`src/hdl/pxct_pkg.sv`:
```
package pxct_pkg;

   // Special-function selector, shared by the EN_10 and EN_20 groups
   typedef enum logic [3:0]
   {
      SPEC_NOP     = 4'h0,
      SPEC_SPARE1  = 4'h1,
      SPEC_SPARE2  = 4'h2,
      SPEC_SPARE3  = 4'h3,
      SPEC_PXCTEN  = 4'h7,              // Load mask, context on
      SPEC_PXCTOFF = 4'hf               // Load mask, context off
   } spec_sel_e;

   // Memory reference selector
   typedef enum logic [2:0]
   {
      REF_CURRENT = 3'd0,               // Always current context
      REF_E1      = 3'd1,               // First effective address
      REF_UNUSED  = 3'd2,
      REF_D1      = 3'd3,               // First data
      REF_BIS_SRC = 3'd4,               // Byte string source
      REF_E2      = 3'd5,
      REF_BIS_DST = 3'd6,               // Byte string destination
      REF_D2      = 3'd7
   } ref_sel_e;

   localparam int DP_W          = 36;   // Data path, bit 0 is the MSB
   localparam int ADDR_W        = 18;
   localparam int ACB_W         = 3;    // AC block number
   localparam int AC_ADDR_LIMIT = 16;   // Addresses below this are ACs
   localparam int AC_IDX_W      = $clog2(AC_ADDR_LIMIT);

   // PXCT mask field in dp
   localparam int PXCT_LSB = 9;
   localparam int PXCT_MSB = 12;

   // Register block
   localparam int WB_AW = 2;
   localparam int WB_DW = 8;
   localparam logic [WB_AW-1:0] REG_CUR_CTX  = 2'd0;
   localparam logic [WB_AW-1:0] REG_PREV_CTX = 2'd1;

   // Context register layout
   localparam int CTX_USER_BIT = 3;
   localparam int CTX_ACB_LSB  = 0;     // ACB in bits 2..0
   localparam int CTX_W        = CTX_USER_BIT + 1;

endpackage

```
`src/hdl/pxct_ctl.sv`:
```
`timescale 1ns/1ps

module pxct_ctl
(
   input  logic                                             clk,
   input  logic                                             rst,
   input  logic                                             clken,
   input  logic                                             spec_en10,
   input  logic                                             spec_en20,
   input  pxct_pkg::spec_sel_e                              spec_sel,
   input  logic [0:pxct_pkg::DP_W-1]                        dp,
   input  pxct_pkg::ref_sel_e                               ref_sel,
   input  logic                                             wru_cycle,
   output logic                                             pxct_on,
   output logic [pxct_pkg::PXCT_LSB:pxct_pkg::PXCT_MSB]     pxct,
   output logic                                             previous_en
);
   import pxct_pkg::*;

   logic pxct_en;                       // PXCTEN decode, EN_10 group
   logic pxct_off;                      // PXCTOFF decode, EN_20 group
   logic pxct_ld;

   //////////////////////////////////////////////////////////////////////
   // PXCT register
   //////////////////////////////////////////////////////////////////////

   assign pxct_en  = spec_en10 & (spec_sel == SPEC_PXCTEN);
   assign pxct_off = spec_en20 & (spec_sel == SPEC_PXCTOFF);
   assign pxct_ld  = clken & (pxct_en | pxct_off);   // Off code loads too

   always_ff @(posedge clk or posedge rst)
   begin
      if (rst)
      begin
         pxct_on <= 1'b0;
         pxct    <= '0;
      end
      else if (pxct_ld)
      begin
         pxct_on <= ~pxct_off;
         pxct    <= dp[PXCT_LSB:PXCT_MSB];           // Mask straight off dp
      end
   end

   //////////////////////////////////////////////////////////////////////
   // Previous-context enable
   //////////////////////////////////////////////////////////////////////

   always_comb
   begin
      previous_en = 1'b0;
      // Gated by bit 9 or a write-user cycle
      if (pxct_on & (pxct[PXCT_LSB] | wru_cycle))
      begin
         case (ref_sel)
            REF_CURRENT : previous_en = 1'b0;
            REF_E1      : previous_en = pxct[PXCT_LSB];
            REF_UNUSED,
            REF_D1      : previous_en = pxct[PXCT_LSB+1];
            REF_BIS_SRC,
            REF_E2      : previous_en = pxct[PXCT_LSB+2];
            REF_BIS_DST,
            REF_D2      : previous_en = pxct[PXCT_MSB];
            default     : previous_en = 1'b0;
         endcase
      end
   end

   // Turn-off is a load of its own, EN_10 stays quiet alongside it
   a_off_alone : assert property (@(posedge clk) disable iff (rst)
      (clken && pxct_off) |-> !spec_en10);

endmodule

```
`src/hdl/ctx_regs.sv`:
```
`timescale 1ns/1ps

module ctx_regs
(
   input  logic                          clk,
   input  logic                          rst,
   input  logic                          wb_cyc,
   input  logic                          wb_stb,
   input  logic                          wb_we,
   input  logic [pxct_pkg::WB_AW-1:0]    wb_adr,
   input  logic [pxct_pkg::WB_DW-1:0]    wb_dat_w,
   output logic [pxct_pkg::WB_DW-1:0]    wb_dat_r,
   output logic                          wb_ack,
   output logic [pxct_pkg::ACB_W-1:0]    cur_acb,
   output logic                          cur_user,
   output logic [pxct_pkg::ACB_W-1:0]    prev_acb,
   output logic                          prev_user
);
   import pxct_pkg::*;

   logic [CTX_W-1:0] cur_ctx;           // {user, acb}
   logic [CTX_W-1:0] prev_ctx;
   logic             wb_hit;            // New access, not yet acked
   logic [WB_DW-1:0] rd_data;

   // One ack per stb, master drops stb after it
   assign wb_hit = wb_cyc & wb_stb & ~wb_ack;

   //////////////////////////////////////////////////////////////////////
   // Read mux
   //////////////////////////////////////////////////////////////////////

   always_comb
   begin
      case (wb_adr)
         REG_CUR_CTX  : rd_data = WB_DW'(cur_ctx);   // Upper bits zero
         REG_PREV_CTX : rd_data = WB_DW'(prev_ctx);
         default      : rd_data = '0;                // Unmapped
      endcase
   end

   always_ff @(posedge clk)
   begin
      if (wb_hit)
         wb_dat_r <= rd_data;           // Valid alongside ack
   end

   //////////////////////////////////////////////////////////////////////
   // Ack and context registers
   //////////////////////////////////////////////////////////////////////

   always_ff @(posedge clk or posedge rst)
   begin
      if (rst)
      begin
         wb_ack   <= 1'b0;
         cur_ctx  <= '0;
         prev_ctx <= '0;
      end
      else
      begin
         wb_ack <= wb_hit;
         if (wb_hit & wb_we)
         begin
            // Write lands on the ack edge
            if (wb_adr == REG_CUR_CTX)
               cur_ctx <= wb_dat_w[CTX_W-1:0];
            else if (wb_adr == REG_PREV_CTX)
               prev_ctx <= wb_dat_w[CTX_W-1:0];
         end
      end
   end

   // Field split for the map stage
   assign cur_acb   = cur_ctx[CTX_ACB_LSB +: ACB_W];
   assign cur_user  = cur_ctx[CTX_USER_BIT];
   assign prev_acb  = prev_ctx[CTX_ACB_LSB +: ACB_W];
   assign prev_user = prev_ctx[CTX_USER_BIT];

   a_ack_single : assert property (@(posedge clk) disable iff (rst)
      wb_ack |=> !wb_ack);

   // No ack without a strobe the cycle before
   a_ack_after_stb : assert property (@(posedge clk) disable iff (rst)
      wb_ack |-> $past(wb_cyc && wb_stb));

endmodule

```
`src/hdl/ctx_map.sv`:
```
`timescale 1ns/1ps

module ctx_map
(
   input  logic                          clk,
   input  logic                          rst,
   input  logic                          clken,
   input  logic                          mem_req,
   input  logic [pxct_pkg::ADDR_W-1:0]   mem_addr,
   input  logic                          previous_en,
   input  logic [pxct_pkg::ACB_W-1:0]    cur_acb,
   input  logic [pxct_pkg::ACB_W-1:0]    prev_acb,
   input  logic                          cur_user,
   input  logic                          prev_user,
   output logic                          map_valid,
   output logic [pxct_pkg::ADDR_W-1:0]   map_addr,
   output logic                          map_user,
   output logic                          map_ac
);
   import pxct_pkg::*;

   logic [ACB_W-1:0] sel_acb;           // Chosen context
   logic             sel_user;
   logic             is_ac;             // AC reference

   assign sel_acb  = previous_en ? prev_acb  : cur_acb;
   assign sel_user = previous_en ? prev_user : cur_user;
   assign is_ac    = (mem_addr < ADDR_W'(AC_ADDR_LIMIT));

   always_ff @(posedge clk or posedge rst)
   begin
      if (rst)
         map_valid <= 1'b0;
      else
         map_valid <= clken & mem_req;  // One cycle per reference
   end

   // Payload, no back-pressure so it follows every accept
   always_ff @(posedge clk)
   begin
      if (clken & mem_req)
      begin
         map_user <= sel_user;
         map_ac   <= is_ac;
         if (is_ac)
            map_addr <= ADDR_W'({sel_acb, mem_addr[AC_IDX_W-1:0]});   // Into AC block
         else
            map_addr <= mem_addr;
      end
   end

   // Nothing in flight across reset release
   a_quiet_after_rst : assert property (@(posedge clk)
      $fell(rst) |-> !map_valid);

endmodule

```
`src/hdl/pxct_unit.sv`:
```
`timescale 1ns/1ps

module pxct_unit
(
   input  logic                                             clk,
   input  logic                                             rst,
   input  logic                                             clken,
   // Microcode fields
   input  logic                                             spec_en10,
   input  logic                                             spec_en20,
   input  pxct_pkg::spec_sel_e                              spec_sel,
   input  logic [0:pxct_pkg::DP_W-1]                        dp,
   // Memory request
   input  logic                                             mem_req,
   input  logic [pxct_pkg::ADDR_W-1:0]                      mem_addr,
   input  pxct_pkg::ref_sel_e                               ref_sel,
   input  logic                                             wru_cycle,
   // Wishbone slave
   input  logic                                             wb_cyc,
   input  logic                                             wb_stb,
   input  logic                                             wb_we,
   input  logic [pxct_pkg::WB_AW-1:0]                       wb_adr,
   input  logic [pxct_pkg::WB_DW-1:0]                       wb_dat_w,
   output logic [pxct_pkg::WB_DW-1:0]                       wb_dat_r,
   output logic                                             wb_ack,
   // Mapped reference
   output logic                                             map_valid,
   output logic [pxct_pkg::ADDR_W-1:0]                      map_addr,
   output logic                                             map_user,
   output logic                                             map_ac,
   // PXCT status
   output logic                                             pxct_on,
   output logic [pxct_pkg::PXCT_LSB:pxct_pkg::PXCT_MSB]     pxct
);
   import pxct_pkg::*;

   logic [ACB_W-1:0] cur_acb;
   logic [ACB_W-1:0] prev_acb;
   logic             cur_user;
   logic             prev_user;
   logic             previous_en;       // Use previous context

   pxct_ctl u_pxct_ctl
   (
      .clk         (clk),
      .rst         (rst),
      .clken       (clken),
      .spec_en10   (spec_en10),
      .spec_en20   (spec_en20),
      .spec_sel    (spec_sel),
      .dp          (dp),
      .ref_sel     (ref_sel),
      .wru_cycle   (wru_cycle),
      .pxct_on     (pxct_on),
      .pxct        (pxct),
      .previous_en (previous_en)
   );

   ctx_regs u_ctx_regs
   (
      .clk       (clk),
      .rst       (rst),
      .wb_cyc    (wb_cyc),
      .wb_stb    (wb_stb),
      .wb_we     (wb_we),
      .wb_adr    (wb_adr),
      .wb_dat_w  (wb_dat_w),
      .wb_dat_r  (wb_dat_r),
      .wb_ack    (wb_ack),
      .cur_acb   (cur_acb),
      .cur_user  (cur_user),
      .prev_acb  (prev_acb),
      .prev_user (prev_user)
   );

   ctx_map u_ctx_map
   (
      .clk         (clk),
      .rst         (rst),
      .clken       (clken),
      .mem_req     (mem_req),
      .mem_addr    (mem_addr),
      .previous_en (previous_en),
      .cur_acb     (cur_acb),
      .prev_acb    (prev_acb),
      .cur_user    (cur_user),
      .prev_user   (prev_user),
      .map_valid   (map_valid),
      .map_addr    (map_addr),
      .map_user    (map_user),
      .map_ac      (map_ac)
   );

endmodule

```
`config.mk`:
```
export PLATFORM = sky130hd
export DESIGN_NAME = pxct_unit
export DESIGN_NICKNAME = d
export VERILOG_FILES = /design/src/hdl/pxct_pkg.sv /design/src/hdl/pxct_ctl.sv /design/src/hdl/ctx_regs.sv /design/src/hdl/ctx_map.sv /design/src/hdl/pxct_unit.sv
export SDC_FILE = /design/constraint.sdc
export NUM_CORES = 1
export LEC_CHECK = 0
export BUFFER_PORTS_ARGS = -buffer_cell sky130_fd_sc_hd__buf_2
export CORE_MARGIN = 2
export CORE_UTILIZATION = 36
export DETAILED_ROUTE_END_ITERATION = 10
export PLACE_DENSITY_LB_ADDON = 0.1
export SLEW_MARGIN = 10
export SYNTH_ARGS = -nofsm -noshare
export SYNTH_HDL_FRONTEND = slang
export SYNTH_SLANG_ARGS = --single-unit
```
`constraint.sdc`:
```
create_clock -name clk -period 1.53 [get_ports clk]
set_input_delay 0.0765 -clock clk [delete_from_list [all_inputs] [get_ports clk]]
set_output_delay 0.0765 -clock clk [all_outputs]
set_load 0.01 [all_outputs]
```
=== Word-level counts from Yosys, hierarchy flattened ===
Cells that the tools add are included.

* Bits in registers: 43
* Latch bits: 0
* Memory bits (writable): 0
* Bits in read-only memories: 0
* Bits of input ports: 81
* Output and inout port bits: 35
* Memories: 0

* Add/sub/neg operators: 0
* Multipliers: 0
* Div/mod/pow operators: 0
* Order comparisons: 1
* Eq/ne operators: 10
* Shift operators: 0
* Multiplexer cells: 6
* Bitwise operators: 13
* Reduce and logical (&&, ||, !) cells: 7

{| class="wikitable"
|+ Operators by type and width
! kind !! count
|-
| less-than comparator 18 x 5 -> 1 bit, second input constant || 1
|-
| equality test 3 bit, second input constant || 4
|-
| AND 1 bit || 8
|-
| one-hot mux 4 bit (2 select lines) || 1
|-
| 2-to-1 mux 7 bit || 1
|-
| equality test 3 x 2 -> 1 bit, second input constant || 2
|-
| OR reduction 2 bit || 3
|-
| one-hot mux 1 bit (5 select lines) || 1
|-
| equality test 4 x 3 -> 1 bit, second input constant || 1
|-
| equality test 4 bit, second input constant || 1
|-
| equality test 3 x 1 -> 1 bit, second input constant || 1
|-
| zero test 3 bit || 1
|-
| 2-to-1 mux 3 bit || 1
|-
| NOT 1 bit || 3
|-
| AND reduction 3 bit || 1
|-
| equality test 2 x 1 -> 1 bit, second input constant || 1
|-
| zero test 2 bit || 1
|-
| 2-to-1 mux 1 bit || 2
|-
| bitwise OR 1 bit || 2
|-
| AND reduction 2 bit || 1
|}

=== Logic depth before layout (Yosys ltp) ===
Gate-level depths: netlist of run 1.

* Word-level depth: 6
* Gate-level depth with buffers: 5
* Mapped depth without buffers: 4

=== Cells and area by module ===
A second synthesis of run 1 with hierarchy kept.

* Cells, all modules: 108
* Area, all modules: 1629.1 µm²

{| class="wikitable"
|+ Modules (own cells, without submodules)
! module !! instances !! cells an instance !! area each (µm²) !! seq. area each (µm²)
|-
| ctx_map || 1 || 47 || 790.8 || 625.6
|-
| ctx_regs || 1 || 40 || 580.6 || 345.3
|-
| pxct_ctl || 1 || 21 || 257.7 || 125.1
|}

=== Worst setup path before layout of run 1 ===
No wires, ideal clock.

* Path kind: register to register
* Start point: register u_pxct_ctl.pxct[9] (netlist name)
* End point: register u_ctx_map.map_user (data pin)
* Arrival time: 1.493 ns
* Required time: 1.270 ns
* Slack: -0.224 ns
* Stages on the path, launching flop included: 5
* Buffers on the path: 0
* Clock period less this slack: 1.754 ns
* Cell sequence: dfrtp_1 > and2_1 > mux4_2 > and2_4 > mux2_4

* Cells in the longest elaborated chain, start to end: 4

{| class="wikitable"
|+ RTL lines
! item !! line !! RTL
|-
| start, declared || pxct_ctl.sv:15 || <nowiki>output logic [pxct_pkg::PXCT_LSB:pxct_pkg::PXCT_MSB] pxct,</nowiki>
|-
| start signal, assigned || pxct_ctl.sv:42 || <nowiki>pxct <= dp[PXCT_LSB:PXCT_MSB];</nowiki>
|-
| bitwise OR 1 bit || pxct_ctl.sv:54 || <nowiki>if (pxct_on & (pxct[PXCT_LSB] | wru_cycle))</nowiki>
|-
| AND 1 bit || pxct_ctl.sv:54 ||
|-
| 2-to-1 mux 1 bit * || pxct_ctl.sv:54 ||
|-
| 2-to-1 mux 1 bit * || ctx_map.sv:27 || <nowiki>assign sel_user = previous_en ? prev_user : cur_user;</nowiki>
|-
| named net u_ctx_map.sel_user || ctx_map.sv:23 || <nowiki>logic sel_user;</nowiki>
|-
| end signal, assigned || ctx_map.sv:43 || <nowiki>map_user <= sel_user;</nowiki>
|-
| end, declared || ctx_map.sv:17 || <nowiki>output logic map_user,</nowiki>
|}

Mark *: on every way through the listed nets, which the timed path passes. The rest lies on a longest branch.
A chain may end at the register's enable or synchronous reset.

=== Final worst setup path of run 1 ===
Ends and elaborated chain as after synthesis.

==> metrics, run 1 <==
Mapped Cells 112; drt total wl 3200 µm; vias post-DR 1170; 1st-iter DRT viols 55; Critical Path AT 1680 ps; register area share after synthesis 0.683; CP Capture Type flop; post-layout minimum cycle time 1650 ps; final period utilization 1.08; row count 24; largest area contributor in the netlist edfxtp_1; largest cells by area after synthesis edfxtp_1 45%, dfrtp_1 23%, mux2_2 8.4%, mux2i_1 3.1%, clkbuf_1 3.0%; Hold Path Class in2reg; chip height 70.8 µm; final core utilization 0.527; Crit Path Max Fanout 2; fill count 408; layout overhead on the synthesized area 42.0%; worst slack, placed -119 ps; vias per cell 4.55; CP Class reg2reg; pwr dens 1070 nW/µm²; DRT antenna net count 0; Mapped Area 1610 µm²; Routability Congestion 0.735; ys async rst share 0.385; setup ws final -120 ps; Startpoint Class flop; Max Clock Freq 606 MHz; Root Buffer clkbuf_8; clock buffer depth 2; Final Max Slew Viols 0; GRT Total Usage 0.141; Port Buffers 75; R2R Path Start u_pxct_ctl.pxct[9]; Final Non-Filler Cells 257; Top-Level Pins 116; CTS tree built; first-pass GRT wire length 5450 µm; Max Cap Viol 0; total setup buffers inserted after CTS 0; drt wl/cell 12.5 µm; top post-synthesis cells by count 24 x edfxtp_1, 15 x dfrtp_1, 13 x clkbuf_1; floorplan core area 4320 µm²; initial antenna violation count 0; failing checks negative setup slack; Synth Register Bits 39; count of different cell masters after synthesis 24; critical path startpoint u_pxct_ctl.pxct[9]; Post-DP Area 2040 µm²; HP Start spec_sel[3]; Crit path required time 1560 ps; final setup fails 4; outcome finished with violations; DR pass1 iterations 4; Cells after DPL 233; ys flop type edfxtp_1; die area 5010 µm²; peak supply drop 0.527 mV; EDFF count, synth 24; LEAKAGE 1.04 nW; H-tree depth 2; n_diodes 0; post-route cell area 2280 µm²; top-count cell post-synth edfxtp_1; largest net degree at the start of global routing 22; DPL Wire Length 2510 µm; yosys warns 0; Final nets 285; Die Width 70.8 µm; overall power 2.44 mW; Skew-Pair Late Insertion Delay 280 ps; vias in the first global route 1238; Synth top area share 0.449; RSZ-0062 raised after global routing yes; CTS buffer count 5; CTS clk-pin slew, worst paths 70 ps; grt ovf 0; Worst-Margin Slew 559 ps; Clock Sinks 39; fraction of layout cells with a size suffix above 1 0.507; Slew headroom 0.627; Initial Util 0.371; skew final 4.23 ps; Final Hold Fails 0; Remaining DRCs 0; syn_area_per_cell 14.3 µm²
## critical path: stages, from the launching register on
cell and delay [ps]:
dfrtp_1 370, and2_1 130, mux4_2 460, and2_4 160, mux2_4 280
## where the power goes
group	switching [mW]	leakage [nW]	internal, mW	total, mW
clock network	0.317	0.0422	0.319	0.636
registers	0.0685	0.408	1.26	1.33
logic	0.196	0.594	0.280	0.476
total	0.581	1.04	1.86	2.44
## sequential cells by signal (all words and copies together), names as in the netlist
| signal | flops |
|---|---|
| u_ctx_regs.wb_dat_r | 4 |
| u_ctx_regs.prev_ctx | 4 |
| u_ctx_map.map_valid | 1 |
| u_ctx_map.map_addr | 18 |
| u_pxct_ctl.pxct_on | 1 |
| u_ctx_map.map_user | 1 |
| u_pxct_ctl.pxct | 4 |
| u_ctx_regs.cur_ctx | 4 |
| u_ctx_regs.wb_ack | 1 |
| u_ctx_map.map_ac | 1 |
## worst paths after layout
check | to | slack (ps) | cells past startpoint
setup reg to reg | u_ctx_map.map_user | -120 | 4
setup / recovery | u_ctx_map.map_user | -120 | 4
min in group asynchronous | u_ctx_regs.cur_ctx[2] | 390 | 3
hold reg to reg | u_pxct_ctl.pxct_on | 540 | 2
hold / removal | u_pxct_ctl.pxct_on | 20 | 2
max in group asynchronous | u_ctx_map.map_valid | 780 | 3
## per-stage QoR
stage               setup TNS [ps]  hold WS [ps]
finish                        -197          18.2
detailed placement            -239           165
global placement              -155           159
global route                  -470          21.1
floorplan                     -203         -22.0
CTS                           -248          6.58
## cells in the final DEF (no fill, tap or decap), drive strengths merged, types with 2 or more instances in the layout
master,count
buf,83
o211ai,3
mux2i,5
and4,2
conb,4
nor2,6
nand2,6
mux2,13
dfrtp,15
edfxtp,24
nor4,3
inv,4
dlygate4sd3,16
and2,3
nand4,3
clkbuf,7
## final cells by class
cell class              instances  area (µm²)  share of cell area
flip-flops and latches         39        1100               0.481
inverters                       4        15.0             0.00659
clock buffers                   7        76.3              0.0335
well taps                      52        65.1              0.0285
multi-input cells              55         427               0.187
repair buffers                 99         596               0.261
clock inverters                 1        5.00             0.00220
## repair_timing
item | in CTS | in global routing
endpoints found under the setup margin | 4 | 4
pin swaps | 3 | 0
hold buffers | 16 | 0
hold endpoints to repair | 30 | 0
gates resized for setup | 0 | 0
## logic make-up after synthesis
kind of cell / synth area share
flip-flops: 0.683
buffers and inverters: 0.0585
AND/OR/NAND/NOR: 0.0928
other: 0.00234
AO/OA/AOI/OAI: 0.0249
multiplexers: 0.139
## per-layer routing
| layer | GRT usage | wire (µm) |
|---|---|---|
| met3 | 0.0470 | 271 |
| met4 | 0.0440 | 42 |
| met5 | 0 | 0 |
| met2 | 0.251 | 1630 |
| met1 | 0.159 | 1250 |
(Power assumes the default switching activity.)
==> run 2, diff against run 1 <==
- SYNTH_HIERARCHICAL: not set -> 1
==> metrics, run 2 <==
Remaining DRCs 0 (unchanged); clock buffer depth 2 (unchanged); final period utilization 0.964 (-0.114); first-pass GRT wire length 5450 µm (unchanged); DRT antenna net count 0 (unchanged); overall power 2.60 mW (+6.7%); Routability Congestion 0.840 (+14%); Startpoint Class flop; largest net degree at the start of global routing 22 (unchanged); syn_area_per_cell 15.1 µm² (+5.2%); layout overhead on the synthesized area 41.1%; Reg with most FFs u_ctx_map/map_addr; Hold Path Class in2reg; CTS tree built; GRT Total Usage 0.143 (+0.00224); vias post-DR 1135 (-3.0%); Final Hold Fails 0 (unchanged); post-layout minimum cycle time 1470 ps (-175 ps); row count 24 (unchanged); most frequent cells in the layout 75 x buf_2, 24 x edfxtp_1, 16 x dlygate4sd3_1; 1st-iter DRT viols 45 (-18%); CP Class reg2reg; commonest non-fill, non-tap cell in the layout buf_2; vias in the first global route 1163 (-6.1%); Crit Path Max Fanout 4 (+2); initial antenna violation count 0 (unchanged); CTS clk-pin slew, worst paths 70 ps (about the same); top-count cell post-synth edfxtp_1; max reg flops 18 (unchanged); top post-synthesis cells by count 24 x edfxtp_1, 15 x dfrtp_1, 9 x clkbuf_1, 9 x mux2_2, 9 x mux2i_1; Max Clock Freq 678 MHz (+12%); Port Buffers 75 (unchanged); Final Non-Filler Cells 249 (-3.1%); peak supply drop 0.531 mV (+0.65%); LEAKAGE 1.04 nW (-0.12%); outcome complete, no violations; setup TNS 0 ps (+197 ps); H-tree depth 2 (unchanged); Crit path required time 1570 ps (about the same); Synth Register Bits 39 (unchanged); Root Buffer clkbuf_8; register area share after synthesis 0.673 (-0.00996); DR pass1 iterations 3 (-1); largest area contributor in the netlist edfxtp_1; pwr dens 1130 nW/µm² (+5.9%); ys flop type edfxtp_1; critical path cell sequence a221oi_2, a211oi_2, buf_4, mux2i_1, o21bai_1; floorplan core area 4350 µm² (+0.69%); drt wl/cell 14.0 µm (+12%); Die Width 71.3 µm (+0.70%); Final nets 277 (-2.8%); chip height 71.3 µm (+0.70%); final setup fails 0 (-4); count of different cell masters after synthesis 29 (+21%); EDFF count, synth 24 (unchanged); RSZ-0062 raised after global routing no; die area 5080 µm² (+1.4%); Cells after DPL 224 (-3.9%); CP Buf/Inv Count 1 (+1); grt ovf 0 (unchanged); Max Cap Viol 0 (unchanged); Critical Path AT 1510 ps (-170 ps); Synth top area share 0.442 (-0.00655); skew final 5.94 ps (+1.71 ps); Top delay family on crit path compound AO/OA/AOI/OAI gates; yosys warns 6 (+6); Final Max Slew Viols 0 (unchanged); vias per cell 4.56 (+0.13%); Clock Sinks 39 (unchanged); fraction of layout cells with a size suffix above 1 0.533 (+0.0257); Mapped Area 1630 µm² (+1.5%); Initial Util 0.374 (+0.00290); largest cells by area after synthesis edfxtp_1 44%, dfrtp_1 23%, mux2_2 6.2%, mux2i_1 5.5%, mux2_4 3.7%; DPL Wire Length 2590 µm (+3.3%); ys async rst share 0.385 (unchanged); Crit path largest cell delay 410 ps (-50 ps); n_diodes 0 (unchanged); Crit-path slowest cell dfrtp_1; drt total wl 3490 µm (+8.9%); CP Capture Type flop; Mapped Cells 108 (-3.6%); Skew-Pair Late Insertion Delay 290 ps (about the same); Top-Level Pins 116 (unchanged); CTS buffer count 5 (unchanged)
[run 2: cell types whose count changed in the layout (fill, tap and decap cells not counted), sizes merged, moves of 3 or more]
cell | before | now
buf | 83 | 78
mux2i | 5 | 9
nand2 | 6 | 0
o211ai | 3 | 0
o21bai | 0 | 3
[run 2: what timing repair did]
| item | in CTS | in global routing |
|---|---|---|
| setup buffers | 1 | 0 |
| gates cloned | 0 | 0 |
| hold buffers | 16 | 0 |
| endpoints found under the setup margin | 4 | 4 |
| resized for setup | 0 | 3 |
| pin swaps | 1 | 0 |
| hold endpoints to repair | 30 | 0 |
[run 2: final cells by class]
class                      instances  area, µm²
timing repair buffer              94        558
tap                               52       65.1
inverter                           4       15.0
clock inverter                     3       38.8
sequential                        39       1100
multi-input combinational         52        457
fill                             384       2060
clock buffer                       5       68.8
[run 2: worst reg2reg max path: stages (launching register included)]
cell and delay, ps:
dfrtp_1 410, a221oi_2 300, a211oi_2 70, buf_4 170, mux2i_1 200, o21bai_1 80
[run 2: final timing paths]
path	from	endpoint	slack [ps]	depth (start not counted)
max	u_pxct_ctl/pxct[10]	u_ctx_map/map_addr[4]	60	5
min	dp[10]	u_pxct_ctl/pxct[10]	20	2
max reg2reg	u_pxct_ctl/pxct[10]	u_ctx_map/map_addr[4]	60	5
min reg2reg	u_ctx_regs/cur_ctx[3]	u_ctx_regs/cur_ctx[3]	540	1
max in group asynchronous	rst	u_ctx_regs/cur_ctx[1]	950	3
min in group asynchronous	rst	u_ctx_map/map_valid	190	3
[run 2: per-layer routing]
| layer | vias to the layer above | track usage | routed length (µm) |
|---|---|---|---|
| met5 | - | 0 | 0 |
| met4 | 0 | 0.0566 | 60 |
| met3 | 6 | 0.0492 | 242 |
| met2 | 40 | 0.250 | 1840 |
| met1 | 537 | 0.160 | 1340 |
| li1 | 552 | - | - |
[run 2: through the flow]
stage,util,hold slack (ps),cell area [µm²],worst slack (ps)
finish,0.528,18.9,2300,55.4
global route,0.528,4.49,2300,3.50
CTS,0.526,7.47,2290,13.2
detailed placement,0.462,-55.1,2010,-56.7
global placement,0.462,-58.2,2010,-50.6
floorplan,-,-195,1650,40.5
[run 2: cell families after synthesis]
| group | count (synthesis) | synth area share |
|---|---|---|
| flops | 39 | 0.673 |
| compound gates | 8 | 0.0369 |
| other cells | 1 | 0.00230 |
| mux | 22 | 0.154 |
| simple gates | 18 | 0.0707 |
| buf+inv | 20 | 0.0630 |
[run 2: power by group]
part           total [mW]  switching, mW  internal [mW]  leakage [nW]
Sequential           1.33         0.0743           1.26         0.408
Combinational       0.454          0.197          0.256         0.579
Clock               0.817          0.340          0.477        0.0556
Total                2.60          0.612           1.99          1.04
